--- src/design/rv_macros.svh ---
`ifndef RV_MACROS_SVH
`define RV_MACROS_SVH

// Machine word, used for data and for addresses
`define RV_XLEN 32

// Architectural registers, x0 included
`define RV_NREGS 32

// Width of the rs1, rs2 and rd fields
`define RV_REG_AW 5

`endif

--- src/design/rv_pkg.sv ---
package rv_pkg;

	// Major opcodes, the low seven bits of the instruction
	typedef enum logic [6:0] {
		OP_I_ALU  = 7'b0010011,
		OP_R_ALU  = 7'b0110011,
		OP_LUI    = 7'b0110111,
		OP_AUIPC  = 7'b0010111,
		OP_JAL    = 7'b1101111,
		OP_BRANCH = 7'b1100011,
		OP_STORE  = 7'b0100011
	} opcode_e;

	typedef enum logic [3:0] {
		ALU_ADD    = 4'd0,
		ALU_SUB    = 4'd1,
		ALU_SLL    = 4'd2,
		ALU_SLT    = 4'd3,
		ALU_SLTU   = 4'd4,
		ALU_XOR    = 4'd5,
		ALU_SRL    = 4'd6,
		ALU_SRA    = 4'd7,
		ALU_OR     = 4'd8,
		ALU_AND    = 4'd9,
		ALU_PASS_B = 4'd10, // LUI
		ALU_LINK   = 4'd11  // JAL return address
	} alu_op_e;

	// Values follow the branch funct3 encoding
	typedef enum logic [2:0] {
		BR_EQ   = 3'b000,
		BR_NE   = 3'b001,
		BR_NONE = 3'b010, // Reserved funct3 code
		BR_LT   = 3'b100,
		BR_GE   = 3'b101,
		BR_LTU  = 3'b110,
		BR_GEU  = 3'b111
	} br_cond_e;

endpackage

--- src/design/core_alu.sv ---
`timescale 1ns/1ns

`include "rv_macros.svh"

module core_alu (
	input  rv_pkg::alu_op_e     op,
	input  rv_pkg::br_cond_e    cond,
	input  logic [`RV_XLEN-1:0] a,
	input  logic [`RV_XLEN-1:0] b,
	input  logic [`RV_XLEN-1:0] rs1_val,
	input  logic [`RV_XLEN-1:0] rs2_val,
	input  logic [`RV_XLEN-1:0] pc,
	input  logic [`RV_XLEN-1:0] imm,
	output logic [`RV_XLEN-1:0] result,
	output logic [`RV_XLEN-1:0] br_target,
	output logic                br_taken
);
	import rv_pkg::*;

	logic [4:0] shamt;
	logic       lt_s;
	logic       lt_u;
	logic       br_eq;
	logic       br_lt;
	logic       br_ltu;

	assign shamt = b[4:0];
	assign lt_s  = ($signed(a) < $signed(b));
	assign lt_u  = (a < b);

	always_comb begin
		case (op)
			ALU_ADD:    result = a + b;
			ALU_SUB:    result = a - b;
			ALU_SLL:    result = a << shamt;
			ALU_SLT:    result = {{(`RV_XLEN-1){1'b0}}, lt_s};
			ALU_SLTU:   result = {{(`RV_XLEN-1){1'b0}}, lt_u};
			ALU_XOR:    result = a ^ b;
			ALU_SRL:    result = a >> shamt;
			ALU_SRA:    result = $unsigned($signed(a) >>> shamt);
			ALU_OR:     result = a | b;
			ALU_AND:    result = a & b;
			ALU_PASS_B: result = b;
			ALU_LINK:   result = pc + `RV_XLEN'd4;
			default:    result = '0;
		endcase
	end

	// Branches compare the raw register values, never the muxed operands
	assign br_eq  = (rs1_val == rs2_val);
	assign br_lt  = ($signed(rs1_val) < $signed(rs2_val));
	assign br_ltu = (rs1_val < rs2_val);

	always_comb begin
		case (cond)
			BR_EQ:   br_taken = br_eq;
			BR_NE:   br_taken = !br_eq;
			BR_LT:   br_taken = br_lt;
			BR_GE:   br_taken = !br_lt;
			BR_LTU:  br_taken = br_ltu;
			BR_GEU:  br_taken = !br_ltu;
			default: br_taken = 1'b0;
		endcase
	end

	assign br_target = pc + imm;

endmodule

--- src/design/core_exec_top.sv ---
`timescale 1ns/1ns

`include "rv_macros.svh"

module core_exec_top (
	input  logic                  clk,
	input  logic                  arst_n,
	input  logic                  instr_valid,
	input  logic [31:0]           instruction,
	input  logic [`RV_XLEN-1:0]   pc,
	output logic                  wb_valid,
	output logic [`RV_REG_AW-1:0] wb_addr,
	output logic [`RV_XLEN-1:0]   wb_data,
	output logic                  br_valid,
	output logic                  br_taken,
	output logic [`RV_XLEN-1:0]   br_target,
	output logic                  illegal
);
	import rv_pkg::*;

	logic [`RV_REG_AW-1:0] rs1_addr;
	logic [`RV_REG_AW-1:0] rs2_addr;
	logic [`RV_REG_AW-1:0] rd_addr;
	logic [`RV_XLEN-1:0]   rs1_data;
	logic [`RV_XLEN-1:0]   rs2_data;
	logic [`RV_XLEN-1:0]   imm;
	alu_op_e               alu_op;
	br_cond_e              br_cond;
	logic                  use_imm;
	logic                  use_pc;
	logic                  rd_we;
	logic                  is_branch;
	logic                  is_illegal;
	logic [`RV_XLEN-1:0]   op_a;
	logic [`RV_XLEN-1:0]   op_b;
	logic [`RV_XLEN-1:0]   result;
	logic [`RV_XLEN-1:0]   alu_br_target;
	logic                  alu_br_taken;
	logic                  wb_we;
	logic                  br_we;
	logic                  ill_we;

	core_idecode i_idecode (
		.instruction(instruction),
		.rs1_addr   (rs1_addr),
		.rs2_addr   (rs2_addr),
		.rd_addr    (rd_addr),
		.imm        (imm),
		.alu_op     (alu_op),
		.br_cond    (br_cond),
		.use_imm    (use_imm),
		.use_pc     (use_pc),
		.rd_we      (rd_we),
		.is_branch  (is_branch),
		.is_illegal (is_illegal)
	);

	assign op_a = use_pc ? pc : rs1_data;
	assign op_b = use_imm ? imm : rs2_data;

	// Decoder flags only count on a strobe cycle
	assign wb_we  = instr_valid & rd_we;
	assign br_we  = instr_valid & is_branch;
	assign ill_we = instr_valid & is_illegal;

	// Written on the same edge that loads wb_data
	core_regfile i_regfile (
		.clk   (clk),
		.arst_n(arst_n),
		.ra1   (rs1_addr),
		.ra2   (rs2_addr),
		.wa    (rd_addr),
		.we    (wb_we),
		.wd    (result),
		.rd1   (rs1_data),
		.rd2   (rs2_data)
	);

	core_alu i_alu (
		.op       (alu_op),
		.cond     (br_cond),
		.a        (op_a),
		.b        (op_b),
		.rs1_val  (rs1_data),
		.rs2_val  (rs2_data),
		.pc       (pc),
		.imm      (imm),
		.result   (result),
		.br_target(alu_br_target),
		.br_taken (alu_br_taken)
	);

	always_ff @(posedge clk or negedge arst_n) begin
		if (!arst_n) begin
			wb_valid  <= 1'b0;
			wb_addr   <= '0;
			wb_data   <= '0;
			br_valid  <= 1'b0;
			br_taken  <= 1'b0;
			br_target <= '0;
			illegal   <= 1'b0;
		end else begin
			wb_valid <= wb_we;    // One-cycle pulses
			br_valid <= br_we;
			illegal  <= ill_we;
			br_taken <= br_we & alu_br_taken;
			if (wb_we) begin
				wb_addr <= rd_addr;
				wb_data <= result;
			end
			if (br_we)
				br_target <= alu_br_target; // Held until the next branch
		end
	end

endmodule

--- src/design/core_idecode.sv ---
`timescale 1ns/1ns

`include "rv_macros.svh"

module core_idecode (
	input  logic [31:0]           instruction,
	output logic [`RV_REG_AW-1:0] rs1_addr,
	output logic [`RV_REG_AW-1:0] rs2_addr,
	output logic [`RV_REG_AW-1:0] rd_addr,
	output logic [`RV_XLEN-1:0]   imm,
	output rv_pkg::alu_op_e       alu_op,
	output rv_pkg::br_cond_e      br_cond,
	output logic                  use_imm,
	output logic                  use_pc,
	output logic                  rd_we,
	output logic                  is_branch,
	output logic                  is_illegal
);
	import rv_pkg::*;

	opcode_e             opcode;
	logic [2:0]          funct3;
	logic [6:0]          funct7;
	logic                rd_nz;
	logic [`RV_XLEN-1:0] imm_i;
	logic [`RV_XLEN-1:0] imm_s;
	logic [`RV_XLEN-1:0] imm_b;
	logic [`RV_XLEN-1:0] imm_u;
	logic [`RV_XLEN-1:0] imm_j;

	// funct3 to operation, alt selects SUB or SRA
	function automatic alu_op_e alu_from_funct(input logic [2:0] f3, input logic alt);
		alu_op_e op;
		case (f3)
			3'b000:  op = alt ? ALU_SUB : ALU_ADD;
			3'b001:  op = ALU_SLL;
			3'b010:  op = ALU_SLT;
			3'b011:  op = ALU_SLTU;
			3'b100:  op = ALU_XOR;
			3'b101:  op = alt ? ALU_SRA : ALU_SRL;
			3'b110:  op = ALU_OR;
			default: op = ALU_AND;
		endcase
		return op;
	endfunction

	assign opcode   = opcode_e'(instruction[6:0]);
	assign funct3   = instruction[14:12];
	assign funct7   = instruction[31:25];
	assign rd_addr  = instruction[11:7];
	assign rs1_addr = instruction[19:15];
	assign rs2_addr = instruction[24:20];
	assign rd_nz    = (rd_addr != '0);

	assign imm_i = {{20{instruction[31]}}, instruction[31:20]};
	assign imm_s = {{20{instruction[31]}}, instruction[31:25], instruction[11:7]};
	assign imm_b = {{19{instruction[31]}}, instruction[31], instruction[7],
			instruction[30:25], instruction[11:8], 1'b0}; // Halfword offset
	assign imm_u = {instruction[31:12], 12'b0};
	assign imm_j = {{11{instruction[31]}}, instruction[31], instruction[19:12],
			instruction[20], instruction[30:21], 1'b0};

	always_comb begin
		imm        = '0;
		alu_op     = ALU_ADD;
		br_cond    = BR_NONE;
		use_imm    = 1'b0;
		use_pc     = 1'b0;
		rd_we      = 1'b0;
		is_branch  = 1'b0;
		is_illegal = 1'b0;
		case (opcode)
			OP_R_ALU: begin
				alu_op = alu_from_funct(funct3, funct7[5]);
				rd_we  = rd_nz;
			end
			OP_I_ALU: begin
				// Only SRAI takes the alt bit, ADDI has no subtract form
				alu_op  = alu_from_funct(funct3, funct7[5] & (funct3 == 3'b101));
				imm     = imm_i; // Shifts use imm[4:0] as shamt
				use_imm = 1'b1;
				rd_we   = rd_nz;
			end
			OP_LUI: begin
				alu_op  = ALU_PASS_B;
				imm     = imm_u;
				use_imm = 1'b1;
				rd_we   = rd_nz;
			end
			OP_AUIPC: begin
				imm     = imm_u;
				use_imm = 1'b1;
				use_pc  = 1'b1;
				rd_we   = rd_nz;
			end
			OP_JAL: begin
				alu_op = ALU_LINK;
				imm    = imm_j;
				use_pc = 1'b1;
				rd_we  = rd_nz;
			end
			OP_BRANCH: begin
				imm = imm_b;
				if (funct3 == 3'b010 || funct3 == 3'b011) begin
					is_illegal = 1'b1; // Reserved branch codes
				end else begin
					br_cond   = br_cond_e'(funct3);
					is_branch = 1'b1;
				end
			end
			OP_STORE: begin
				imm        = imm_s;
				is_illegal = 1'b1; // No memory port
			end
			default: is_illegal = 1'b1;
		endcase
	end

endmodule

--- src/design/core_regfile.sv ---
`timescale 1ns/1ns

`include "rv_macros.svh"

module core_regfile (
	input  logic                  clk,
	input  logic                  arst_n,
	input  logic [`RV_REG_AW-1:0] ra1,
	input  logic [`RV_REG_AW-1:0] ra2,
	input  logic [`RV_REG_AW-1:0] wa,
	input  logic                  we,
	input  logic [`RV_XLEN-1:0]   wd,
	output logic [`RV_XLEN-1:0]   rd1,
	output logic [`RV_XLEN-1:0]   rd2
);

	// x0 has no storage
	logic [`RV_XLEN-1:0] regs [1:`RV_NREGS-1];

	always_ff @(posedge clk or negedge arst_n) begin
		if (!arst_n) begin
			for (int i = 1; i < `RV_NREGS; i++) begin
				regs[i] <= '0;
			end
		end else if (we && wa != '0) begin
			regs[wa] <= wd;
		end
	end

	// Plain reads, a write shows up after its edge
	always_comb begin
		rd1 = '0;
		rd2 = '0;
		if (ra1 != '0)
			rd1 = regs[ra1];
		if (ra2 != '0)
			rd2 = regs[ra2];
	end

endmodule

--- config.mk ---
export PLATFORM = sky130hd
export DESIGN_NAME = core_exec_top
export DESIGN_NICKNAME = d
export VERILOG_FILES = /design/src/design/rv_pkg.sv /design/src/design/core_alu.sv /design/src/design/core_exec_top.sv /design/src/design/core_idecode.sv /design/src/design/core_regfile.sv
export VERILOG_INCLUDE_DIRS = /design/src /design/src/design
export SDC_FILE = /design/constraint.sdc
export NUM_CORES = 2
export LEC_CHECK = 0
export BUFFER_PORTS_ARGS = -buffer_cell sky130_fd_sc_hd__buf_2
export CORE_UTILIZATION = 55
export DETAILED_ROUTE_END_ITERATION = 16
export PLACE_DENSITY = 0.79
export SLEW_MARGIN = 20
export SYNTH_ARGS = -nofsm -noshare
export SYNTH_HDL_FRONTEND = slang
export SYNTH_SLANG_ARGS = --single-unit
--- constraint.sdc ---
create_clock -name clk -period 7.9 [get_ports clk]
set_input_delay 0 -clock clk [delete_from_list [all_inputs] [get_ports clk]]
set_output_delay 0 -clock clk [all_outputs]
set_load 0.05 [all_outputs]
# Yosys cells after proc, flatten, opt, wreduce, memory -nomap -nowiden

Index checks and enable logic that the tools add are counted.

Word-level logic and storage cells: 142
Register bits after elaboration: 1,065

Add/subtract/negate cells: 4
Multiplexer cells: 32
Order comparisons: 8
Equal/unequal tests: 30
Shift operators: 3
Reductions and logical operators: 16
Bitwise operators: 11

Operator list:

| cell                                                 | number |
|---|---|
| bitwise mux 992 bit                                  | 1 |
| case mux 32 bit (12 select lines)                    | 1 |
| binary-select mux 32 bit (select 5 bit)              | 2 |
| 2-to-1 mux 32 bit                                    | 9 |
| demux 32 bit (select 5 bit)                          | 1 |
| case mux 32 bit (5 select lines)                     | 1 |
| less-than comparator 32 bit                          | 4 |
| adder 32 bit                                         | 2 |
| case mux 4 bit (7 select lines)                      | 2 |
| adder 32 x 3 -> 32 bit (second input constant)       | 1 |
| AND 32 bit                                           | 1 |
| equality test 32 bit                                 | 1 |
| OR 32 bit                                            | 1 |
| << shifter 32 x 5 -> 32 bit                          | 1 |
| right shift 32 x 5 -> 32 bit                         | 1 |
| >>> shifter 32 x 5 -> 32 bit                         | 1 |
| subtractor 32 bit                                    | 1 |
| bitwise XOR 32 bit                                   | 1 |
| equality test 3 bit (second input constant)          | 7 |
| equality test 7 x 6 -> 1 bit (second input constant) | 3 |
| >= comparator 6 bit (second input constant)          | 3 |
| NOT 5 -> 6 bit                                       | 3 |
| equality test 4 x 3 -> 1 bit (second input constant) | 4 |
| equality test 4 bit (second input constant)          | 4 |
| 22 further kinds                                     | 48 |

# Depth between registers and ports, before layout

Word-level depth: 9
Mapped depth: 28
Gate-level depth less buffers: 21

# Modules after synthesis

Synthesis repeated with hierarchy kept, for this count alone.

Cell total of the unflattened synthesis: 5,798
Area, all modules: 70,034.7 um^2

By module, submodules not included:

| module        | cells each | seq. area each (um^2) | area each (um^2) | instances |
|---|---|---|---|---|
| core_regfile  | 3,665      | 24,823.8              | 53,518.8         | 1 |
| core_alu      | 1,798      | 0.0                   | 12,279.3         | 1 |
| core_exec_top | 227        | 1,826.8               | 3,532.1          | 1 |
| core_idecode  | 108        | 0.0                   | 704.4            | 1 |

# Least setup slack after synthesis

No wires, ideal clock.

Path type: input to register
Start: input port instruction[20]
End: register i_regfile.regs[221] (netlist name)
Arrival: 6.299 ns
Data required time: 7.763 ns
Slack: 1.464 ns
Stages: 24
Path through: buf_6 -> buf_2 -> buf_2 -> buf_1 -> buf_1 -> mux4_2 -> mux4_2 -> mux2i_1 -> nor2_1 -> a21oi_1 -> ha_1 -> o21ba_2 -> nor2_1 -> o31a_1 -> or2_2 -> o31ai_1 -> a41oi_1 -> a21bo_2 -> o31ai_1 -> mux2i_1 -> o211ai_1 -> a2111oi_2 -> clkbuf_1 -> a21oi_1

Word-level cells in the longest chain between the ends: 9
Elaborated cells between the ends (all ways): 18

RTL lines:

| item                                                 | line                | text |
|---|---|---|
| start, declared                                      | core_exec_top.sv:9  | `input logic [31:0] instruction,` |
| NOT 5 -> 6 bit (implied by the code)                 | core_regfile.sv:37  | `rd2 = regs[ra2];` |
| binary-select mux 32 bit (select 5 bit)              | core_regfile.sv:37  |  |
| 2-to-1 mux 32 bit (implied by the code) (2 in a row) | core_regfile.sv:37  |  |
| 2-to-1 mux 32 bit                                    | core_regfile.sv:36  | `if (ra2 != '0)` |
| 2-to-1 mux 32 bit (*)                                | core_exec_top.sv:59 | `assign op_b = use_imm ? imm : rs2_data;` |
| subtractor 32 bit (tied with other cells)            | core_alu.sv:34      | `ALU_SUB: result = a - b;` |
| case mux 32 bit (12 select lines) (*)                | core_alu.sv:32      | `case (op)` |
| bitwise mux 992 bit (*)                              | core_regfile.sv:26  | `regs[wa] <= wd;` |
| end signal, assigned by index                        | core_regfile.sv:26  |  |
| end, declared                                        | core_regfile.sv:18  | `` logic [`RV_XLEN-1:0] regs [1:`RV_NREGS-1]; `` |

Mark *: on every way between the ends. The rest lies on a longest branch, timed or not. The select of a mux whose other input is x is not followed.
A chain may end at the register's enable or synchronous reset.

# Final worst setup path

Start: register i_regfile.regs[262] (netlist name)
End: register i_regfile.regs[925] (netlist name)

Word-level cells in the longest chain between the ends: 8
Elaborated cells between the ends (all ways): 17

RTL lines:

| item                                                       | line |
|---|---|
| binary-select mux 32 bit (select 5 bit) (on tied branches) | core_regfile.sv:35, core_regfile.sv:37 |
| 2-to-1 mux 32 bit (on tied branches) (2 in a row)          | core_regfile.sv:35, core_regfile.sv:37 |
| 2-to-1 mux 32 bit (on tied branches)                       | core_regfile.sv:34, core_regfile.sv:36 |
| 2-to-1 mux 32 bit (on tied branches)                       | core_exec_top.sv:58, core_exec_top.sv:59 |
| subtractor 32 bit (tied with other cells)                  | core_alu.sv:34 |
| case mux 32 bit (12 select lines) (*)                      | core_alu.sv:32 |
| bitwise mux 992 bit (*)                                    | core_regfile.sv:26 |

Marks and branches as above.

==> results_dict.tcl <==
set metrics [dict create \
    drtIter0Drc 9135 \
    clock_insertion_delay_at_the_later_pin_of_the_skew_report_ns 0.75 \
    post-route-cell-area_mm2 0.0746 \
    clkSlewWorstSetupHoldPaths_ns 0.06 \
    total_iterations_of_the_first_detailed_routing_run 9 \
    final_weighted_congestion_in_routability_driven_placement 1.11 \
    timing.fmax_ghz 0.143 \
    cts_buffers 109 \
    reg2regPathDepth 20 \
    yosys_synthesis_warning_count 0 \
    postSynthCellCount 6822 \
    setup-violations-final 0 \
    grt_max_degree 186 \
    seq_total_area_yosys_pct 39.7 \
    synth.area.mux_share_pct 21.8 \
    cp-end-kind "register" \
    filler_cell_count 9472 \
    worst-endpoint-arrival_ns 7.59 \
    die_w_um 351 \
    dominantRegCellSynth "sky130_fd_sc_hd__dfrtp_1" \
    tritoncts "yes" \
    synthesized_netlist_net_count 7054 \
    cts-htree-levels 3 \
    postCtsSetupBuffers 0 \
    grt_pass1_wl_um 409000 \
    power_density_mw_per_mm2 201 \
    floorplan.initialDensity_pct 55.7 \
    met3WireLength_um 38500 \
    ffs_w_async_s_r_synth_pct 100 \
    ctsHoldBuffers 38 \
    compound_gate_portion_of_the_synthesized_area_pct 18.8 \
    met2_wirelength_um 121000 \
    yosysTopAreaCell "sky130_fd_sc_hd__dfrtp_1" \
    final_core_utilization_pct 62.0 \
    post_cts_resized 0 \
    wl_per_cell_um 33.4 \
    routedLengthMet1_um 94900 \
    critical_setup_path_kind "register to register" \
    run_status "finished, final reports clean" \
    worstPathMaxFanout 32 \
    grt_pass1_vias 60370 \
    core-area_mm2 0.120 \
    floorplan.die.height_um 351 \
    setup-tns-final_ns 0 \
    max_stage_delay_ns 0.68 \
    max_cap_viol_count 0 \
    worstHoldPathType "primary input to asynchronous set/reset pin" \
    post-route-worst-setup-slack_ns 0.900 \
    root_buffer "sky130_fd_sc_hd__clkbuf_16" \
    top_layer_used "met5" \
    r2r_path_end "i_regfile.regs[925]" \
    finalCriticalPeriod_ns 7.00 \
    start_kind "register" \
    routed_via_density 7.20 \
    share_of_final_layout_standard_cells_stronger_than_drive_strength_1_pct 18.8 \
    dp.cells 8248 \
    timing_worst_slew_pin_value_ns 1.40 \
    dp_worst_setup_slack_ns 0.627 \
    critPathSlowestCell "sky130_fd_sc_hd__mux2i_1" \
    main_combinational_cell_family_by_area_after_synthesis "multiplexers" \
    critical_path.startpoint "i_regfile.regs[262]" \
    worstPathCellList "mux4_2 > mux4_2 > mux2i_1 > nor2_1 > a21oi_1 > ha_1 > o21ba_2 > nor2_1 > o31a_1 > or2_2 > o31ai_1 > buf_4 > a41oi_1 > a21bo_2 > o31ai_1 > mux2i_1 > o211ai_1 > a2111oi_4 > buf_12 > o21ai_0" \
    final_antenna_net_count 0 \
    mean_syn_cell_area_um2 9.83 \
    crit_required_ns 8.49 \
    power.ir.vdd_worst_mv 0.193 \
    instances_no_fill 8507 \
    ioPinCount 140 \
    final_hold_viol_count 0 \
    finalCritPeriodShare_pct 88.6 \
    synth_xor_xnor_area_share_pct 0.862 \
    routed-via-count 61267 \
    synth-edff-count 0 \
    portBuffers 139 \
    synth_top_cells_by_area "sky130_fd_sc_hd__dfrtp_1 40%, sky130_fd_sc_hd__mux4_2 12%, sky130_fd_sc_hd__a21oi_1 8.3%" \
    timing.clock.skew_ns 0.0392 \
    report.final.slew_viol_count 0 \
    yosys.area_share.simple_pct 10.8 \
    cts-root-to-sink-buffers 3 \
    core.rowCount 127 \
    p_leak_uw 0.0342 \
    antenna_found_initial 14 \
    syn_to_final_growth_pct 11.3 \
    sum_of_net_half_perimeters_after_detailed_placement_um 189000 \
    final_net_count 7019 \
    global_route.usage.total_pct 46.0 \
    overflow 0 \
    synth_fa_ha_area_share_pct 3.11 \
    place_area_mm2 0.0702 \
    synth.ff_latch_count 1065 \
    cts_sink_count 1065 \
    yosysUniqueCellTypes 100 \
    synth_largest_type_area_fraction_pct 39.7 \
    mappedNetlistArea_mm2 0.0671 \
    detail_route.drc_violations 0 \
    timing.max_slew.rel_slack_pct 5.97 \
    critical_path.reg2reg.startpoint "i_regfile.regs[262]" \
    fp.dieArea_mm2 0.123 \
    wirelength_um 284000 \
    setup_repair_after_global_routing_missed_its_margin "no" \
    r2r_slack_ns 0.90 \
]
[worst max path at each step]
stage / end / slack (ns) / cells after the start
2_1_floorplan: i_regfile.regs[221] / 1.46 / 24
3_3_place_gp: i_regfile.regs[926] / 0.71 / 23
3_5_place_dp: i_regfile.regs[925] / 0.63 / 22
4_1_cts: i_regfile.regs[925] / 1.23 / 20
5_1_grt: wb_data[18] / 0.77 / 22
6_report: i_regfile.regs[925] / 0.90 / 20
[cells by family after synthesis]
group,count (synthesis)
compound gates,2072
xor+xnor,66
fa+ha+maj,165
buf+inv,739
flops,1065
mux,996
simple gates,1719
[routing by layer]
metal  track usage, %  vias up
met5                0        -
met4             40.2       12
met3             16.5     1509
met2             67.1     4840
met1             53.6    29935
li1                 -    24971
[where the power goes]
group / internal (µW) / total (µW) / switching [µW] / leakage [µW]
combinational: 1110 / 3460 / 2350 / 0.0175
sequential: 5690 / 5890 / 192 / 0.0147
clock: 3270 / 5620 / 2350 / 0.00191
[area by class of cell]
class / count / area [µm²] / share of cell area (%)
antenna: 13 / 32.5 / 0.0436
tap: 1612 / 2020 / 2.70
clock inverter: 51 / 689 / 0.924
timing repair buffer: 476 / 3820 / 5.12
inverter: 117 / 447 / 0.598
multi-input combinational: 5018 / 37700 / 50.6
sequential: 1065 / 26700 / 35.7
clock buffer: 155 / 3240 / 4.35
[cell usage in the layout, fill, tap and decap left out, types with 32 or more instances in the layout]
master                          Yosys  routed
sky130_fd_sc_hd__inv_1            111     109
sky130_fd_sc_hd__a221o_1           42      42
sky130_fd_sc_hd__a21o_1            71      70
sky130_fd_sc_hd__dlygate4sd3_1      0      37
sky130_fd_sc_hd__ha_1             162     162
sky130_fd_sc_hd__mux2_2           183     183
sky130_fd_sc_hd__a221oi_1          50      48
sky130_fd_sc_hd__o211ai_1          49      49
sky130_fd_sc_hd__o21a_1            36      35
sky130_fd_sc_hd__o22ai_1           44      44
sky130_fd_sc_hd__xnor2_1           37      37
sky130_fd_sc_hd__mux2i_1          456     456
sky130_fd_sc_hd__o21ai_0          215     214
sky130_fd_sc_hd__dfrtp_1         1065    1065
sky130_fd_sc_hd__a22oi_1          151     151
sky130_fd_sc_hd__buf_2            135     132
sky130_fd_sc_hd__a211oi_1          39      35
sky130_fd_sc_hd__buf_12             0      32
sky130_fd_sc_hd__buf_4             53     266
sky130_fd_sc_hd__clkbuf_16          0     111
sky130_fd_sc_hd__nor3_1            55      50
sky130_fd_sc_hd__nand3_1           52      51
sky130_fd_sc_hd__nand2_1          301     301
sky130_fd_sc_hd__a22o_1            46      46
sky130_fd_sc_hd__nor2_1          1102    1067
sky130_fd_sc_hd__mux4_2           351     351
sky130_fd_sc_hd__a21oi_1         1112    1107
[metrics by stage]
stage               power (µW)  hold slack (ns)
detailed placement        9250            0.123
global route             15300           0.0595
finish                   15000           0.0171
floorplan                 7940           -0.296
global placement          9210            0.121
CTS                      14800         0.000758
[flip-flops by register name, indices dropped and copies added, names as in the netlist]
name and flops:
br_taken 1, br_valid 1, wb_addr 5, illegal 1, wb_data 32, i_regfile.regs 992
wb_valid 1, br_target 32
[worst max-delay path, delay by kind of cell, from the launching register on]
| family | cells | cell delay, ns |
|---|---|---|
| AND/OR/NAND/NOR | 3 | 0.86 |
| multiplexers | 4 | 1.90 |
| adder cells (fa/ha/maj) | 1 | 0.34 |
| buffers and inverters | 2 | 0.45 |
| flip-flops | 1 | 0.41 |
| AO/OA/AOI/OAI | 10 | 2.86 |
[synth_stat cells (49+ instances only)]
cell	count
sky130_fd_sc_hd__a21oi_1	1112
sky130_fd_sc_hd__nor2_1	1102
sky130_fd_sc_hd__dfrtp_1	1065
sky130_fd_sc_hd__mux2i_1	456
sky130_fd_sc_hd__clkbuf_1	370
sky130_fd_sc_hd__mux4_2	351
sky130_fd_sc_hd__nand2_1	301
sky130_fd_sc_hd__o21ai_0	215
sky130_fd_sc_hd__mux2_2	183
sky130_fd_sc_hd__ha_1	162
sky130_fd_sc_hd__a22oi_1	151
sky130_fd_sc_hd__buf_2	135
sky130_fd_sc_hd__inv_1	111
sky130_fd_sc_hd__a21o_1	71
sky130_fd_sc_hd__nor3_1	55
sky130_fd_sc_hd__buf_4	53
sky130_fd_sc_hd__nand3_1	52
sky130_fd_sc_hd__a221oi_1	50
sky130_fd_sc_hd__o211ai_1	49
Note: power is estimated with default switching activity, not from simulation.
